`config.mk`:
```
export PLATFORM = sky130hd
export DESIGN_NAME = prc_top
export DESIGN_NICKNAME = d
export VERILOG_FILES = /design/src/rtl/prc_regs_pkg.sv /design/src/rtl/prc_seq_pkg.sv /design/src/rtl/prc_regs.sv /design/src/rtl/prc_map_draw.sv /design/src/rtl/prc_frame_copy.sv /design/src/rtl/prc_sequencer.sv /design/src/rtl/prc_top.sv
export VERILOG_INCLUDE_DIRS = /design/src /design/src/include
export SDC_FILE = /design/constraint.sdc
export NUM_CORES = 1
export LEC_CHECK = 0
export ABC_AREA = 1
export CORE_ASPECT_RATIO = 1.75
export CORE_UTILIZATION = 51
export DETAILED_ROUTE_END_ITERATION = 12
export DONT_BUFFER_PORTS = 1
export PLACE_DENSITY = 0.69
export SETUP_SLACK_MARGIN = 0.15
export SLEW_MARGIN = 20
export SYNTH_ARGS = -nofsm -noshare
export SYNTH_HDL_FRONTEND = slang
export SYNTH_SLANG_ARGS = --single-unit
```
`constraint.sdc`:
```
create_clock -name clk -period 4.6 [get_ports clk]
set_clock_uncertainty 0.15 [all_clocks]
set_input_delay 0.46 -clock clk [delete_from_list [all_inputs] [get_ports clk]]
set_output_delay 0.46 -clock clk [all_outputs]
set_load 0.05 [all_outputs]
```
`src/include/prc_cfg.svh`:
```
`ifndef PRC_CFG_SVH
`define PRC_CFG_SVH

// Bus widths
`define PRC_ADDR_W 24
`define PRC_DATA_W 8

// Memory map
`define PRC_VRAM_BASE    24'h001000  // 96 x 8 pages frame buffer
`define PRC_TILEMAP_BASE 24'h001360  // Tile index map
`define PRC_LCD_CMD      24'h0020FE
`define PRC_LCD_DATA     24'h0020FF
`define PRC_REG_BASE     24'h002080  // Stage control is the first register

// Screen geometry
`define PRC_COLS  96
`define PRC_PAGES 8  // 8-row pages

// LCD command bytes
`define PRC_LCD_COL_HI 8'h10
`define PRC_LCD_COL_LO 8'h00
`define PRC_LCD_PAGE   8'hB0  // Page number goes in the low bits

`endif

```
`src/rtl/prc_regs_pkg.sv`:
```
`include "prc_cfg.svh"

package prc_regs_pkg;

    // CPU visible registers with a hole at 2081h
    typedef enum logic [`PRC_ADDR_W-1:0] {
        REG_STAGE_CTRL   = `PRC_REG_BASE,
        REG_MAP_BASE_LO  = `PRC_REG_BASE + 24'd2,
        REG_MAP_BASE_MID = `PRC_REG_BASE + 24'd3,
        REG_MAP_BASE_HI  = `PRC_REG_BASE + 24'd4,
        REG_SCROLL_Y     = `PRC_REG_BASE + 24'd5,
        REG_SCROLL_X     = `PRC_REG_BASE + 24'd6
    } prc_reg_addr_e;

    // Map size field as width x height in tiles
    typedef enum logic [1:0] {
        MAP_12X16 = 2'd0,
        MAP_16X12 = 2'd1,
        MAP_24X8  = 2'd2,
        MAP_24X16 = 2'd3
    } prc_map_size_e;

    function automatic logic [4:0] prc_map_width(prc_map_size_e size);
        case (size)
            MAP_12X16: return 5'd12;
            MAP_16X12: return 5'd16;
            default:   return 5'd24;
        endcase
    endfunction

    function automatic logic [4:0] prc_map_height(prc_map_size_e size);
        case (size)
            MAP_16X12: return 5'd12;
            MAP_24X8:  return 5'd8;
            default:   return 5'd16;
        endcase
    endfunction

endpackage

```
`src/rtl/prc_seq_pkg.sv`:
```
package prc_seq_pkg;

    // Frame pass stages
    typedef enum logic [1:0] {
        IDLE,
        MAP_DRAW,
        FRAME_COPY
    } prc_stage_e;

    // Five bus accesses per video column
    typedef enum logic [2:0] {
        TILE_TOP,   // Tile index above the column
        TILE_BOT,
        DATA_TOP,   // Tile pixel bytes
        DATA_BOT,
        WRITE       // Composed byte into video RAM
    } prc_map_step_e;

    // LCD page setup followed by column transfers
    typedef enum logic [2:0] {
        COL_HI,
        COL_LO,
        PAGE,
        MEM_READ,
        LCD_WRITE
    } prc_copy_step_e;

endpackage

```
`src/rtl/prc_regs.sv`:
```
`timescale 1ns/1ps
`include "prc_cfg.svh"

module prc_regs
    import prc_regs_pkg::*;
(
    input  logic                   clk,
    input  logic                   reset,
    input  logic                   cfg_cyc,
    input  logic                   cfg_stb,
    input  logic                   cfg_we,
    input  logic [`PRC_ADDR_W-1:0] cfg_adr,
    input  logic [`PRC_DATA_W-1:0] cfg_dat_w,
    output logic [`PRC_DATA_W-1:0] cfg_dat_r,
    output logic                   cfg_ack,
    input  logic                   busy,
    output logic                   start,
    output logic                   map_en,
    output logic                   copy_en,
    output prc_map_size_e          map_size,
    output logic [`PRC_ADDR_W-1:0] map_base,
    output logic [6:0]             scroll_x,
    output logic [6:0]             scroll_y
);

    logic [5:0] stage_ctrl;
    logic [4:0] base_lo;    // Bits 7:3 of the tile base
    logic [7:0] base_mid;
    logic [4:0] base_hi;    // Bits 20:16
    logic       new_req;
    logic [7:0] lim_x;
    logic [7:0] lim_y;

    assign new_req = cfg_cyc && cfg_stb && !cfg_ack;

    // Largest scroll that keeps the 96x64 window inside the map
    assign lim_x = {prc_map_width(map_size), 3'b000} - 8'd96;
    assign lim_y = {prc_map_height(map_size), 3'b000} - 8'd64;

    assign map_en   = stage_ctrl[1];
    assign copy_en  = stage_ctrl[3];
    assign map_size = prc_map_size_e'(stage_ctrl[5:4]);
    assign map_base = {3'b000, base_hi, base_mid, base_lo, 3'b000};

    always_ff @(posedge clk)
    begin
        if (reset)
        begin
            cfg_ack    <= 1'b0;
            start      <= 1'b0;
            stage_ctrl <= '0;
            base_lo    <= '0;
            base_mid   <= '0;
            base_hi    <= '0;
            scroll_x   <= '0;
            scroll_y   <= '0;
        end
        else
        begin
            cfg_ack <= new_req;  // Single cycle ack
            start   <= 1'b0;
            if (new_req && cfg_we)
            begin
                case (prc_reg_addr_e'(cfg_adr))
                    REG_STAGE_CTRL:
                    begin
                        stage_ctrl <= cfg_dat_w[5:0];
                        start      <= (cfg_dat_w[1] || cfg_dat_w[3]) && !busy;
                    end
                    REG_MAP_BASE_LO:  base_lo  <= cfg_dat_w[7:3];
                    REG_MAP_BASE_MID: base_mid <= cfg_dat_w;
                    REG_MAP_BASE_HI:  base_hi  <= cfg_dat_w[4:0];
                    REG_SCROLL_Y:
                        if (cfg_dat_w <= lim_y)
                            scroll_y <= cfg_dat_w[6:0];
                    REG_SCROLL_X:
                        if (cfg_dat_w <= lim_x)
                            scroll_x <= cfg_dat_w[6:0];
                    default:
                    begin
                    end
                endcase
            end
        end
    end

    always_comb
    begin
        case (prc_reg_addr_e'(cfg_adr))
            REG_STAGE_CTRL:   cfg_dat_r = {2'b00, stage_ctrl};
            REG_MAP_BASE_LO:  cfg_dat_r = {base_lo, 3'b000};
            REG_MAP_BASE_MID: cfg_dat_r = base_mid;
            REG_MAP_BASE_HI:  cfg_dat_r = {3'b000, base_hi};
            REG_SCROLL_Y:     cfg_dat_r = {1'b0, scroll_y};
            REG_SCROLL_X:     cfg_dat_r = {1'b0, scroll_x};
            default:          cfg_dat_r = '0;
        endcase
    end

endmodule

```
`src/rtl/prc_map_draw.sv`:
```
`timescale 1ns/1ps
`include "prc_cfg.svh"

module prc_map_draw
    import prc_regs_pkg::*;
    import prc_seq_pkg::*;
(
    input  logic                   clk,
    input  logic                   reset,
    input  logic                   go,
    input  prc_map_size_e          map_size,
    input  logic [`PRC_ADDR_W-1:0] map_base,
    input  logic [6:0]             scroll_x,
    input  logic [6:0]             scroll_y,
    output logic                   acc_req,
    output logic                   acc_we,
    output logic [`PRC_ADDR_W-1:0] acc_adr,
    output logic [`PRC_DATA_W-1:0] acc_wdat,
    input  logic [`PRC_DATA_W-1:0] acc_rdat,
    input  logic                   acc_done,
    output logic                   fin
);

    prc_map_step_e step;
    logic          active;
    logic [2:0]    page_idx;
    logic [6:0]    col_idx;
    logic [7:0]    top_idx;
    logic [7:0]    bot_idx;
    logic [7:0]    top_data;
    logic [7:0]    bot_data;
    logic [4:0]    width;
    logic [7:0]    map_x;
    logic [7:0]    map_y;
    logic [2:0]    shift;
    logic [9:0]    tile_off;
    logic [9:0]    vram_off;
    logic          last_col;
    logic          last_page;

    assign width    = prc_map_width(map_size);
    assign map_x    = {1'b0, col_idx} + {1'b0, scroll_x};
    assign map_y    = {2'b00, page_idx, 3'b000} + {1'b0, scroll_y};
    assign shift    = map_y[2:0];  // Row offset inside the tile
    assign tile_off = 10'(map_y[7:3]) * 10'(width) + 10'(map_x[7:3]);
    assign vram_off = 10'(page_idx) * 10'(`PRC_COLS) + 10'(col_idx);

    assign last_col  = col_idx == 7'(`PRC_COLS - 1);
    assign last_page = page_idx == 3'(`PRC_PAGES - 1);

    assign acc_req = active;
    assign acc_we  = step == WRITE;
    assign fin     = active && acc_done && step == WRITE && last_col && last_page;

    // Column straddles two tile rows unless the scroll is tile aligned
    assign acc_wdat = (shift == 3'd0) ? top_data :
                      (top_data >> shift) | (bot_data << (4'd8 - {1'b0, shift}));

    always_comb
    begin
        case (step)
            TILE_TOP: acc_adr = `PRC_TILEMAP_BASE + {14'd0, tile_off};
            TILE_BOT: acc_adr = `PRC_TILEMAP_BASE + {14'd0, tile_off} + {19'd0, width};
            DATA_TOP: acc_adr = map_base + {13'd0, top_idx, map_x[2:0]};
            DATA_BOT: acc_adr = map_base + {13'd0, bot_idx, map_x[2:0]};
            default:  acc_adr = `PRC_VRAM_BASE + {14'd0, vram_off};
        endcase
    end

    always_ff @(posedge clk)
    begin
        if (reset)
        begin
            active   <= 1'b0;
            step     <= TILE_TOP;
            page_idx <= '0;
            col_idx  <= '0;
        end
        else if (go)
        begin
            active   <= 1'b1;
            step     <= TILE_TOP;
            page_idx <= '0;
            col_idx  <= '0;
        end
        else if (active && acc_done)
        begin
            case (step)
                TILE_TOP: step <= TILE_BOT;
                TILE_BOT: step <= DATA_TOP;
                DATA_TOP: step <= DATA_BOT;
                DATA_BOT: step <= WRITE;
                default:
                begin
                    step <= TILE_TOP;
                    if (last_col)
                    begin
                        col_idx <= '0;
                        if (last_page)
                            active <= 1'b0;  // Whole screen done
                        else
                            page_idx <= page_idx + 3'd1;
                    end
                    else
                        col_idx <= col_idx + 7'd1;
                end
            endcase
        end
    end

    always_ff @(posedge clk)
    begin
        if (active && acc_done)
        begin
            case (step)
                TILE_TOP: top_idx  <= acc_rdat;
                TILE_BOT: bot_idx  <= acc_rdat;
                DATA_TOP: top_data <= acc_rdat;
                DATA_BOT: bot_data <= acc_rdat;
                default:
                begin
                end
            endcase
        end
    end

endmodule

```
`src/rtl/prc_frame_copy.sv`:
```
`timescale 1ns/1ps
`include "prc_cfg.svh"

module prc_frame_copy
    import prc_seq_pkg::*;
(
    input  logic                   clk,
    input  logic                   reset,
    input  logic                   go,
    output logic                   acc_req,
    output logic                   acc_we,
    output logic [`PRC_ADDR_W-1:0] acc_adr,
    output logic [`PRC_DATA_W-1:0] acc_wdat,
    input  logic [`PRC_DATA_W-1:0] acc_rdat,
    input  logic                   acc_done,
    output logic                   fin
);

    prc_copy_step_e step;
    logic           active;
    logic [2:0]     page_idx;
    logic [6:0]     col_idx;
    logic [7:0]     pix;       // Video byte on its way to the LCD
    logic [9:0]     vram_off;
    logic           last_col;
    logic           last_page;

    assign vram_off  = 10'(page_idx) * 10'(`PRC_COLS) + 10'(col_idx);
    assign last_col  = col_idx == 7'(`PRC_COLS - 1);
    assign last_page = page_idx == 3'(`PRC_PAGES - 1);

    assign acc_req = active;
    assign acc_we  = step != MEM_READ;
    assign fin     = active && acc_done && step == LCD_WRITE && last_col && last_page;

    always_comb
    begin
        acc_adr  = `PRC_LCD_CMD;
        acc_wdat = '0;
        case (step)
            COL_HI:    acc_wdat = `PRC_LCD_COL_HI;
            COL_LO:    acc_wdat = `PRC_LCD_COL_LO;
            PAGE:      acc_wdat = `PRC_LCD_PAGE | {5'd0, page_idx};
            MEM_READ:  acc_adr  = `PRC_VRAM_BASE + {14'd0, vram_off};
            default:
            begin
                acc_adr  = `PRC_LCD_DATA;
                acc_wdat = pix;
            end
        endcase
    end

    always_ff @(posedge clk)
    begin
        if (reset)
        begin
            active   <= 1'b0;
            step     <= COL_HI;
            page_idx <= '0;
            col_idx  <= '0;
        end
        else if (go)
        begin
            active   <= 1'b1;
            step     <= COL_HI;
            page_idx <= '0;
            col_idx  <= '0;
        end
        else if (active && acc_done)
        begin
            case (step)
                COL_HI:   step <= COL_LO;
                COL_LO:   step <= PAGE;
                PAGE:     step <= MEM_READ;
                MEM_READ: step <= LCD_WRITE;
                default:
                begin
                    step <= MEM_READ;
                    if (last_col)
                    begin
                        col_idx <= '0;
                        step    <= COL_HI;  // Next page needs its own setup
                        if (last_page)
                            active <= 1'b0;
                        else
                            page_idx <= page_idx + 3'd1;
                    end
                    else
                        col_idx <= col_idx + 7'd1;
                end
            endcase
        end
    end

    always_ff @(posedge clk)
    begin
        if (active && acc_done && step == MEM_READ)
            pix <= acc_rdat;
    end

endmodule

```
`src/rtl/prc_sequencer.sv`:
```
`timescale 1ns/1ps
`include "prc_cfg.svh"

module prc_sequencer
    import prc_seq_pkg::*;
(
    input  logic                   clk,
    input  logic                   reset,
    input  logic                   start,
    input  logic                   map_en,
    input  logic                   copy_en,
    output logic                   busy,
    output logic                   map_go,
    output logic                   copy_go,
    input  logic                   map_fin,
    input  logic                   copy_fin,
    input  logic                   map_req,
    input  logic                   map_we,
    input  logic [`PRC_ADDR_W-1:0] map_adr,
    input  logic [`PRC_DATA_W-1:0] map_wdat,
    input  logic                   copy_req,
    input  logic                   copy_we,
    input  logic [`PRC_ADDR_W-1:0] copy_adr,
    input  logic [`PRC_DATA_W-1:0] copy_wdat,
    output logic [`PRC_DATA_W-1:0] acc_rdat,
    output logic                   map_done,
    output logic                   copy_done,
    output logic                   mem_cyc,
    output logic                   mem_stb,
    output logic                   mem_we,
    output logic [`PRC_ADDR_W-1:0] mem_adr,
    output logic [`PRC_DATA_W-1:0] mem_dat_w,
    input  logic [`PRC_DATA_W-1:0] mem_dat_r,
    input  logic                   mem_ack,
    output logic                   irq_render_done,
    output logic                   irq_copy_complete
);

    prc_stage_e             stage;
    logic                   copy_pend;  // Copy stage follows the map stage
    logic                   sel_req;
    logic                   sel_we;
    logic [`PRC_ADDR_W-1:0] sel_adr;
    logic [`PRC_DATA_W-1:0] sel_wdat;
    logic                   acc_done;

    assign busy      = (stage != IDLE) || start;
    assign acc_done  = mem_cyc && mem_ack;
    assign map_done  = acc_done && stage == MAP_DRAW;
    assign copy_done = acc_done && stage == FRAME_COPY;
    assign acc_rdat  = mem_dat_r;
    assign mem_stb   = mem_cyc;  // Strobe follows cyc in single beat cycles

    // Only the engine of the current stage reaches the bus
    always_comb
    begin
        sel_req  = 1'b0;
        sel_we   = map_we;
        sel_adr  = map_adr;
        sel_wdat = map_wdat;
        case (stage)
            MAP_DRAW:   sel_req = map_req;
            FRAME_COPY:
            begin
                sel_req  = copy_req;
                sel_we   = copy_we;
                sel_adr  = copy_adr;
                sel_wdat = copy_wdat;
            end
            default:
            begin
            end
        endcase
    end

    always_ff @(posedge clk)
    begin
        if (reset)
            mem_cyc <= 1'b0;
        else if (mem_cyc)
            mem_cyc <= !mem_ack;  // Hold until ack, then drop for a cycle
        else
            mem_cyc <= sel_req;
    end

    always_ff @(posedge clk)
    begin
        if (!mem_cyc && sel_req)
        begin
            mem_we    <= sel_we;
            mem_adr   <= sel_adr;
            mem_dat_w <= sel_wdat;
        end
    end

    always_ff @(posedge clk)
    begin
        if (reset)
        begin
            stage             <= IDLE;
            copy_pend         <= 1'b0;
            map_go            <= 1'b0;
            copy_go           <= 1'b0;
            irq_render_done   <= 1'b0;
            irq_copy_complete <= 1'b0;
        end
        else
        begin
            map_go            <= 1'b0;
            copy_go           <= 1'b0;
            irq_render_done   <= 1'b0;
            irq_copy_complete <= 1'b0;
            case (stage)
                IDLE:
                    if (start)
                    begin
                        copy_pend <= copy_en;
                        if (map_en)
                        begin
                            stage  <= MAP_DRAW;
                            map_go <= 1'b1;
                        end
                        else if (copy_en)
                        begin
                            stage   <= FRAME_COPY;
                            copy_go <= 1'b1;
                        end
                    end
                MAP_DRAW:
                    if (map_fin)
                    begin
                        if (copy_pend)
                        begin
                            stage   <= FRAME_COPY;
                            copy_go <= 1'b1;
                        end
                        else
                        begin
                            stage           <= IDLE;
                            irq_render_done <= 1'b1;
                        end
                    end
                FRAME_COPY:
                    if (copy_fin)
                    begin
                        stage             <= IDLE;
                        irq_render_done   <= 1'b1;
                        irq_copy_complete <= 1'b1;
                    end
                default: stage <= IDLE;
            endcase
        end
    end

endmodule

```
`src/rtl/prc_top.sv`:
```
`timescale 1ns/1ps
`include "prc_cfg.svh"

module prc_top
    import prc_regs_pkg::*;
(
    input  logic                   clk,
    input  logic                   reset,
    input  logic                   cfg_cyc,
    input  logic                   cfg_stb,
    input  logic                   cfg_we,
    input  logic [`PRC_ADDR_W-1:0] cfg_adr,
    input  logic [`PRC_DATA_W-1:0] cfg_dat_w,
    output logic [`PRC_DATA_W-1:0] cfg_dat_r,
    output logic                   cfg_ack,
    output logic                   mem_cyc,
    output logic                   mem_stb,
    output logic                   mem_we,
    output logic [`PRC_ADDR_W-1:0] mem_adr,
    output logic [`PRC_DATA_W-1:0] mem_dat_w,
    input  logic [`PRC_DATA_W-1:0] mem_dat_r,
    input  logic                   mem_ack,
    output logic                   irq_render_done,
    output logic                   irq_copy_complete
);

    // Register block to sequencer and map engine
    logic                   busy;
    logic                   start;
    logic                   map_en;
    logic                   copy_en;
    prc_map_size_e          map_size;
    logic [`PRC_ADDR_W-1:0] map_base;
    logic [6:0]             scroll_x;
    logic [6:0]             scroll_y;

    // Engine handshakes
    logic                   map_go;
    logic                   copy_go;
    logic                   map_fin;
    logic                   copy_fin;
    logic                   map_req;
    logic                   map_we;
    logic [`PRC_ADDR_W-1:0] map_adr;
    logic [`PRC_DATA_W-1:0] map_wdat;
    logic                   copy_req;
    logic                   copy_we;
    logic [`PRC_ADDR_W-1:0] copy_adr;
    logic [`PRC_DATA_W-1:0] copy_wdat;
    logic [`PRC_DATA_W-1:0] acc_rdat;
    logic                   map_done;
    logic                   copy_done;

    prc_regs u_regs (
        .clk, .reset,
        .cfg_cyc, .cfg_stb, .cfg_we, .cfg_adr, .cfg_dat_w, .cfg_dat_r, .cfg_ack,
        .busy, .start, .map_en, .copy_en, .map_size, .map_base, .scroll_x, .scroll_y
    );

    prc_sequencer u_seq (
        .clk, .reset, .start, .map_en, .copy_en, .busy,
        .map_go, .copy_go, .map_fin, .copy_fin,
        .map_req, .map_we, .map_adr, .map_wdat,
        .copy_req, .copy_we, .copy_adr, .copy_wdat,
        .acc_rdat, .map_done, .copy_done,
        .mem_cyc, .mem_stb, .mem_we, .mem_adr, .mem_dat_w, .mem_dat_r, .mem_ack,
        .irq_render_done, .irq_copy_complete
    );

    prc_map_draw u_map (
        .clk, .reset,
        .go       (map_go),
        .map_size, .map_base, .scroll_x, .scroll_y,
        .acc_req  (map_req),
        .acc_we   (map_we),
        .acc_adr  (map_adr),
        .acc_wdat (map_wdat),
        .acc_rdat,
        .acc_done (map_done),
        .fin      (map_fin)
    );

    prc_frame_copy u_copy (
        .clk, .reset,
        .go       (copy_go),
        .acc_req  (copy_req),
        .acc_we   (copy_we),
        .acc_adr  (copy_adr),
        .acc_wdat (copy_wdat),
        .acc_rdat,
        .acc_done (copy_done),
        .fin      (copy_fin)
    );

endmodule

```
* Yosys cells after proc, flatten, opt, wreduce, memory -nomap -nowiden
Cells that the tools add are included.
** Cells by class
- Add/sub/neg operators :: 18
- Multipliers :: 3
- $lt $le $gt $ge :: 2
- Eq/ne operators :: 29
- Shift-type cells :: 2
- Muxes and demuxes :: 45
- Bitwise operators :: 10
- Reduce and logical (&&, ||, !) cells :: 62
** Operator list (number)
- == test 24 x 14 -> 1 bit, second input constant :: 6
- case mux 24 bit (4 select lines) :: 1
- case mux 24 bit (2 select lines) :: 1
- case mux 8 bit (6 select lines) :: 1
- adder 21 x 11 -> 22 bit :: 2
- adder 13 x 10 -> 14 bit, first input constant :: 3
- adder 24 x 5 -> 24 bit :: 1
- two-way mux 24 bit :: 1
- case mux 3 bit (4 select lines) :: 2
- case mux 8 bit (3 select lines) :: 1
- AND reduction 2 bit :: 11
- two-way mux 1 bit :: 21
- adder 10 x 7 -> 10 bit :: 2
- case mux 5 bit (2 select lines) :: 2
- AND reduction 4 bit :: 5
- logical AND 1 bit :: 17
- less-or-equal comparator 8 bit :: 2
- two-way mux 8 bit :: 2
- subtractor 8 x 7 -> 8 bit, second input constant :: 2
- adder 7 x 1 -> 7 bit, second input constant :: 2
- == test 7 bit, second input constant :: 2
- two-way mux 2 bit :: 7
- two-way mux 7 bit :: 2
- nonzero test 2 bit :: 7
- 30 further kinds :: 68
** Storage, ports and cells
- Flip-flop bits (word level) :: 149
- Bits of input ports :: 46
- Output and inout port bits :: 46
- Word-level logic and storage cells :: 202

* Longest topological paths before layout
- Word-level depth :: 8
- Mapped depth :: 28
- Gate-level depth less buffers :: 28

* By module
From an unflattened synthesis, not the netlist that was laid out.
** Unflattened totals
- Cell total of the unflattened synthesis :: 1496
- Area, all modules :: 10646.5 µm²
** Modules (own cells, without submodules)
- prc_map_draw :: instances 1, cells each 685, area an instance 4839.6 µm², sequential area each 1241.2 µm²
- prc_regs :: instances 1, cells each 409, area an instance 2502.4 µm², sequential area each 800.8 µm²
- prc_sequencer :: instances 1, cells each 219, area an instance 1954.4 µm², sequential area each 1151.1 µm²
- prc_frame_copy :: instances 1, cells each 183, area an instance 1350.0 µm², sequential area each 520.5 µm²

* Worst setup path before layout
No wires, ideal clock.
- Path kind :: register -> register
- Start :: reg u_map.page_idx[0]
- End :: reg u_seq.mem_adr[8] (data pin)
- Library setup time :: 0.252 ns
- Arrival time :: 4.265 ns
- Required time :: 4.198 ns
- Slack :: -0.067 ns
- Cell stages (with the launch flop) :: 22
- Path buffers :: 0
- Clock period less this slack :: 4.667 ns
- Cells stage by stage :: dfxtp_1 ha_1 fa_1 xor2_1 nand2_1 fa_1 inv_1 fa_1 ha_1 ha_1 inv_1 fa_1 xor2_1 ha_1 nor2_1 nand3_2 nor2_4 inv_1 nand3_1 nand3b_1 nand2_1 nand2_1
** On the way
- Longest elaborated chain between the ends :: 7
- Elaborated cells between the ends (all ways) :: 10
- Classes of those cells :: 6 x add/sub; 2 x mul; 2 x mux
** Ends and longest elaborated chain
- start, declared :: line prc_map_draw.sv:26 : logic [2:0] page_idx;
- start signal, assigned :: line prc_map_draw.sv:102 : page_idx <= page_idx + 3'd1;
- adder 6 x 7 -> 8 bit :: line prc_map_draw.sv:43 : assign map_y = {2'b00, page_idx, 3'b000} + {1'b0, scroll_y};
- multiplier 5 x 5 -> 10 bit :: line prc_map_draw.sv:45 : assign tile_off = 10'(map_y[7:3]) * 10'(width) + 10'(map_x[7:3]);
- adder 10 x 5 -> 10 bit :: line prc_map_draw.sv:45
- adder 13 x 10 -> 14 bit (no source line)
- adder 24 x 5 -> 24 bit (no source line)
- case mux 24 bit (4 select lines) (*) :: line prc_map_draw.sv:61 : case (step)
- two-way mux 24 bit (*) :: line prc_sequencer.sv:61 : case (stage)
- net u_seq.sel_adr[8] :: line prc_sequencer.sv:43 : logic [`PRC_ADDR_W-1:0] sel_adr;
- end signal, assigned :: line prc_sequencer.sv:91 : mem_adr <= sel_adr;
- end, declared :: line prc_sequencer.sv:31 : output logic [`PRC_ADDR_W-1:0] mem_adr,
The timed path passes the listed nets; every way through them passes the cells marked *.
A chain may end at the register's enable or synchronous reset.

* Worst setup path in the final report
Same ends and word-level chain as after synthesis.

==> flow_summary.html <==
<table>
<tr><th>Metric</th><th>Value</th></tr>
<tr><th colspan="2">Yosys</th></tr>
<tr><td>Register bit total from synthesis</td><td>147</td></tr>
<tr><td>Synthesized-area fraction occupied by ao, oa, aoi and oai cells</td><td>14.4%</td></tr>
<tr><td>Post-synth EDFFs</td><td>71</td></tr>
<tr><td>Avg Synthesized Cell Area</td><td>7.92 µm²</td></tr>
<tr><td>Post-synthesis sequential area ratio</td><td>39.2%</td></tr>
<tr><td>Netlist Area Pre-Place</td><td>9320 µm²</td></tr>
<tr><td>Area leader, netlist</td><td>sky130_fd_sc_hd__edfxtp_1</td></tr>
<tr><td>Leading post-synthesis cells by cell area</td><td>sky130_fd_sc_hd__edfxtp_1 (23%), sky130_fd_sc_hd__dfxtp_1 (16%), sky130_fd_sc_hd__nand2_1 (10%)</td></tr>
<tr><td>Adder-Cell Fraction of Synth Area</td><td>12.0%</td></tr>
<tr><td>Flip-flop cell with the highest count after synthesis</td><td>sky130_fd_sc_hd__dfxtp_1</td></tr>
<tr><td>Instance count of the mapped netlist</td><td>1176</td></tr>
<tr><td>Fraction of the mapped netlist area in simple logic gates</td><td>24.1%</td></tr>
<tr><td>Proportion of synthesized area in mux cells</td><td>0.107%</td></tr>
<tr><td>Number of warnings issued by yosys</td><td>0</td></tr>
<tr><td>Area share of the largest cell type after synthesis</td><td>22.9%</td></tr>
<tr><td>Fraction of synthesis flops using an asynchronous set or reset pin</td><td>0%</td></tr>
<tr><td>Main combinational cell family by area after synthesis</td><td>simple AND/OR/NAND/NOR gates</td></tr>
<tr><td>Xor and xnor fraction of the mapped netlist area</td><td>1.97%</td></tr>
<tr><td>Unique cell type count in the Yosys netlist</td><td>57</td></tr>
<tr><th colspan="2">Die</th></tr>
<tr><td>Floorplan Core Area</td><td>18000 µm²</td></tr>
<tr><td>Die area</td><td>18800 µm²</td></tr>
<tr><td>Starting Density</td><td>51.8%</td></tr>
<tr><td># IOs</td><td>92</td></tr>
<tr><td>Horiz. Die Dim</td><td>104 µm</td></tr>
<tr><td>Die Height</td><td>181 µm</td></tr>
<tr><td>Row count</td><td>65</td></tr>
<tr><th colspan="2">Outcome</th></tr>
<tr><td>Run status</td><td>completed</td></tr>
<tr><th colspan="2">STA</th></tr>
<tr><td>Max-slew headroom</td><td>24.5%</td></tr>
<tr><td>Fmax</td><td>221 MHz</td></tr>
<tr><td>Final hold vios</td><td>0</td></tr>
<tr><td>Unrepaired setup endpoints after global routing</td><td>true</td></tr>
<tr><td>Final period demand of the worst path</td><td>4530 ps</td></tr>
<tr><td>Count of endpoints failing setup in the final report</td><td>0</td></tr>
<tr><td>Post-route clock period utilization</td><td>98.4%</td></tr>
<tr><td>Number of max-slew violations in the final report</td><td>0</td></tr>
<tr><td>Transition time of the tightest slew-check pin</td><td>1130 ps</td></tr>
<tr><th colspan="2">Worst setup path</th></tr>
<tr><td>Category of the critical setup timing path</td><td>reg2reg</td></tr>
<tr><td>Critical path cell sequence</td><td>ha_4 -&gt; fa_2 -&gt; nand2_2 -&gt; fa_1 -&gt; inv_2 -&gt; fa_1 -&gt; ha_1 -&gt; ha_2 -&gt; inv_2 -&gt; fa_2 -&gt; xor2_4 -&gt; buf_4 -&gt; nand2_4 -&gt; nand3_2 -&gt; nand2_2 -&gt; nand2_1 -&gt; nand2_1 -&gt; o21ai_1 -&gt; nand3b_1 -&gt; nand2_1 -&gt; nand2_1</td></tr>
<tr><td>Arrival time reported for the critical path endpoint</td><td>4570 ps</td></tr>
<tr><td>Delay-heaviest family, CP</td><td>adder cells</td></tr>
<tr><td>Maximum fanout encountered on the critical timing path</td><td>3</td></tr>
<tr><td>Crit start category</td><td>flop</td></tr>
<tr><td>Data required time at the worst endpoint</td><td>4640 ps</td></tr>
<tr><td>Most common cell on crit path</td><td>sky130_fd_sc_hd__nand2_1</td></tr>
<tr><td>Crit path capture type</td><td>flop</td></tr>
<tr><td>Total buffers and inverters traversed by the critical path</td><td>3</td></tr>
<tr><td>Delay of the slowest critical-path stage</td><td>540 ps</td></tr>
<tr><td>Cell type of the slowest stage on the worst timing path</td><td>sky130_fd_sc_hd__fa_2</td></tr>
<tr><th colspan="2">Power</th></tr>
<tr><td>Cell area power density</td><td>272 nW/µm²</td></tr>
<tr><td>Lkg Pwr</td><td>4.41 nW</td></tr>
<tr><td>Maximum resistive drop on vdd</td><td>0.221 mV</td></tr>
<tr><th colspan="2">Final layout</th></tr>
<tr><td>Final std cells w/o fill</td><td>1465</td></tr>
<tr><td>Most frequent standard cell in the layout excluding fill and tap cells</td><td>sky130_fd_sc_hd__nand2_1</td></tr>
<tr><td>Share of post-route cells with drive strength above 1</td><td>13.0%</td></tr>
<tr><td>Syn-to-layout area delta</td><td>14.3%</td></tr>
<tr><td>Commonest cells after routing, fill and taps aside</td><td>sky130_fd_sc_hd__nand2_1 (254), sky130_fd_sc_hd__inv_1 (155), sky130_fd_sc_hd__o21ai_0 (86)</td></tr>
<tr><td>Antenna fix cells</td><td>0</td></tr>
<tr><td>Layout net count</td><td>1345</td></tr>
<tr><td>Cell area after layout</td><td>10600 µm²</td></tr>
<tr><th colspan="2">GRT</th></tr>
<tr><td>Pin count of the biggest net entering global routing</td><td>40</td></tr>
<tr><td>Wire length of the first global-routing pass</td><td>41000 µm</td></tr>
<tr><td>Grt total ovfl</td><td>0</td></tr>
<tr><td>Number of antenna violations at the first check in global routing</td><td>0</td></tr>
<tr><td>Gr usage total</td><td>28.4%</td></tr>
<tr><td>Number of global-route vias before repair</td><td>8027</td></tr>
<tr><th colspan="2">Clocking</th></tr>
<tr><td>Clock slew at the register clock pins of the worst setup and hold paths</td><td>70 ps</td></tr>
<tr><td>Clock tree from TritonCTS</td><td>done</td></tr>
<tr><td>CTS sink count</td><td>147</td></tr>
<tr><td>Number of levels the H-tree was split into</td><td>4</td></tr>
<tr><td>Bufs on Longest Clock Path</td><td>2</td></tr>
<tr><td>Number of buffers added by the clock tree synthesis step</td><td>17</td></tr>
<tr><td>Clock insertion delay at the later pin of the skew report</td><td>430 ps</td></tr>
<tr><td>Root Buffer Master</td><td>sky130_fd_sc_hd__clkbuf_16</td></tr>
<tr><th colspan="2">Job</th></tr>
<tr><td>Max-cap violations</td><td>0</td></tr>
<tr><th colspan="2">Place</th></tr>
<tr><td>Final RePlAce weighted congestion</td><td>0.941</td></tr>
<tr><td>Total instance count after detailed placement</td><td>1409</td></tr>
<tr><td>Dpl cell area</td><td>9710 µm²</td></tr>
<tr><td>Count of buffers from port buffering</td><td>0</td></tr>
<tr><td>Detailed placer's ending HPWL</td><td>20100 µm</td></tr>
<tr><th colspan="2">Drt</th></tr>
<tr><td>Count of antenna-violating nets left after detailed routing</td><td>0</td></tr>
<tr><td>Total vias in the final route</td><td>8362</td></tr>
<tr><td>Detailed Route WL</td><td>26100 µm</td></tr>
<tr><td>Routed length per placed instance</td><td>17.8 µm</td></tr>
<tr><td>Post-route DRC violation count</td><td>0</td></tr>
<tr><td>Number of iterations in the first detailed-routing pass</td><td>8</td></tr>
<tr><td>DRC violation total after the first TritonRoute iteration</td><td>536</td></tr>
<tr><td>Via density</td><td>5.71</td></tr>
<tr><th colspan="2">Hold path</th></tr>
<tr><td>Worst hold path class</td><td>in2reg</td></tr>
</table>
final timing paths:
check / from / slack (ps) / depth (start not counted) / endpoint
max: u_map.page_idx[0]$_SDFFE_PP0P_ / 70 / 21 / u_seq.mem_adr[8]$_DFFE_PP_
min: cfg_dat_w[3] / 70 / 2 / u_regs.scroll_x[3]$_SDFFE_PP0P_
max reg2reg: u_map.page_idx[0]$_SDFFE_PP0P_ / 70 / 21 / u_seq.mem_adr[8]$_DFFE_PP_
min reg2reg: u_seq.map_go$_SDFF_PP0_ / 310 / 2 / u_map.acc_req$_SDFFE_PP0P_
synth_stat cells (all sizes together), types with 2 or more instances:
library cell / instances
o22ai: 3
nor3: 19
a41oi: 2
buf: 12
or2: 5
nand2: 271
dfxtp: 76
clkbuf: 13
o211ai: 15
xnor2: 8
a21oi: 87
o2111ai: 6
nor2: 101
fa: 14
o21ai: 95
o21bai: 2
edfxtp: 71
inv: 166
nand3: 66
a211oi: 4
ha: 67
nand3b: 5
nand4: 21
clkinv: 2
xor2: 13
nor4: 6
o32ai: 2
a31oi: 7
a22oi: 3
what timing repair did:
item | CTS | global route
hold buffers | 11 | 0
resized for setup | 19 | 23
pin swaps | 17 | 21
buffers inserted | 10 | 3
hold endpoints to repair | 52 | 0
setup endpoints to repair | 6 | 7
layer usage:
metal  wire length, µm  vias to the layer above  track usage, %  part of all wire (%)
met5                 0                        -               0                     0
met4              1970                        0            21.5                   7.6
met3              1040                      118            4.04                   4.0
met2             13900                      288            52.6                    53
met1              9120                     3910            28.3                    35
li1                  -                     4046               -                     -
logic make-up (layout without fill, tap and decap cells):
family,Yosys count,count (layout)
and+or+nand+nor,496,496
other,1,2
adders and majority gates,81,81
DFF,147,147
AOI/OAI and AO/OA,236,236
muxes,1,1
buffers and inverters,193,247
xor gates and xnor gates,21,21
state kept, by name, indices dropped and copies added (netlist names), 6 cells and up:
register,flops
u_copy.pix,8
u_map.bot_idx,8
u_copy.col_idx,7
u_map.top_idx,8
u_regs.scroll_x,7
u_regs.scroll_y,7
u_seq.mem_dat_w,8
u_map.col_idx,7
u_seq.mem_adr,22
u_regs.stage_ctrl,6
u_regs.base_mid,8
u_map.top_data,8
u_map.bot_data,8
cell type report:
class,instances,area (µm²)
Fill cell,1596,7330
Multi-Input combinational cell,837,5110
Sequential cell,147,3660
Inverter,168,636
Clock buffer,18,429
Timing Repair Buffer,47,384
Tap cell,234,293
Clock inverter,14,130
stage by stage:
step | utilization, % | worst slack, ps | setup TNS (ps) | total power, mW | hold WS (ps)
2_1_floorplan | - | 150 | 0 | 1.54 | 274
3_3_place_gp | 54.0 | 56.5 | 0 | 1.58 | 291
3_5_place_dp | 54.0 | -32.8 | -68.0 | 1.58 | 292
4_1_cts | 58.6 | 110 | 0 | 2.90 | 50.9
5_1_grt | 59.2 | -112 | -451 | 2.98 | 73.6
6_report | 59.2 | 72.0 | 0 | 2.89 | 68.7
power breakdown:
part,internal [mW],switching (mW)
clock,0.748,0.575
sequential,1.38,0.00401
combinational,0.0555,0.127
total,2.19,0.707
Note: power is estimated with default switching activity, not from simulation.
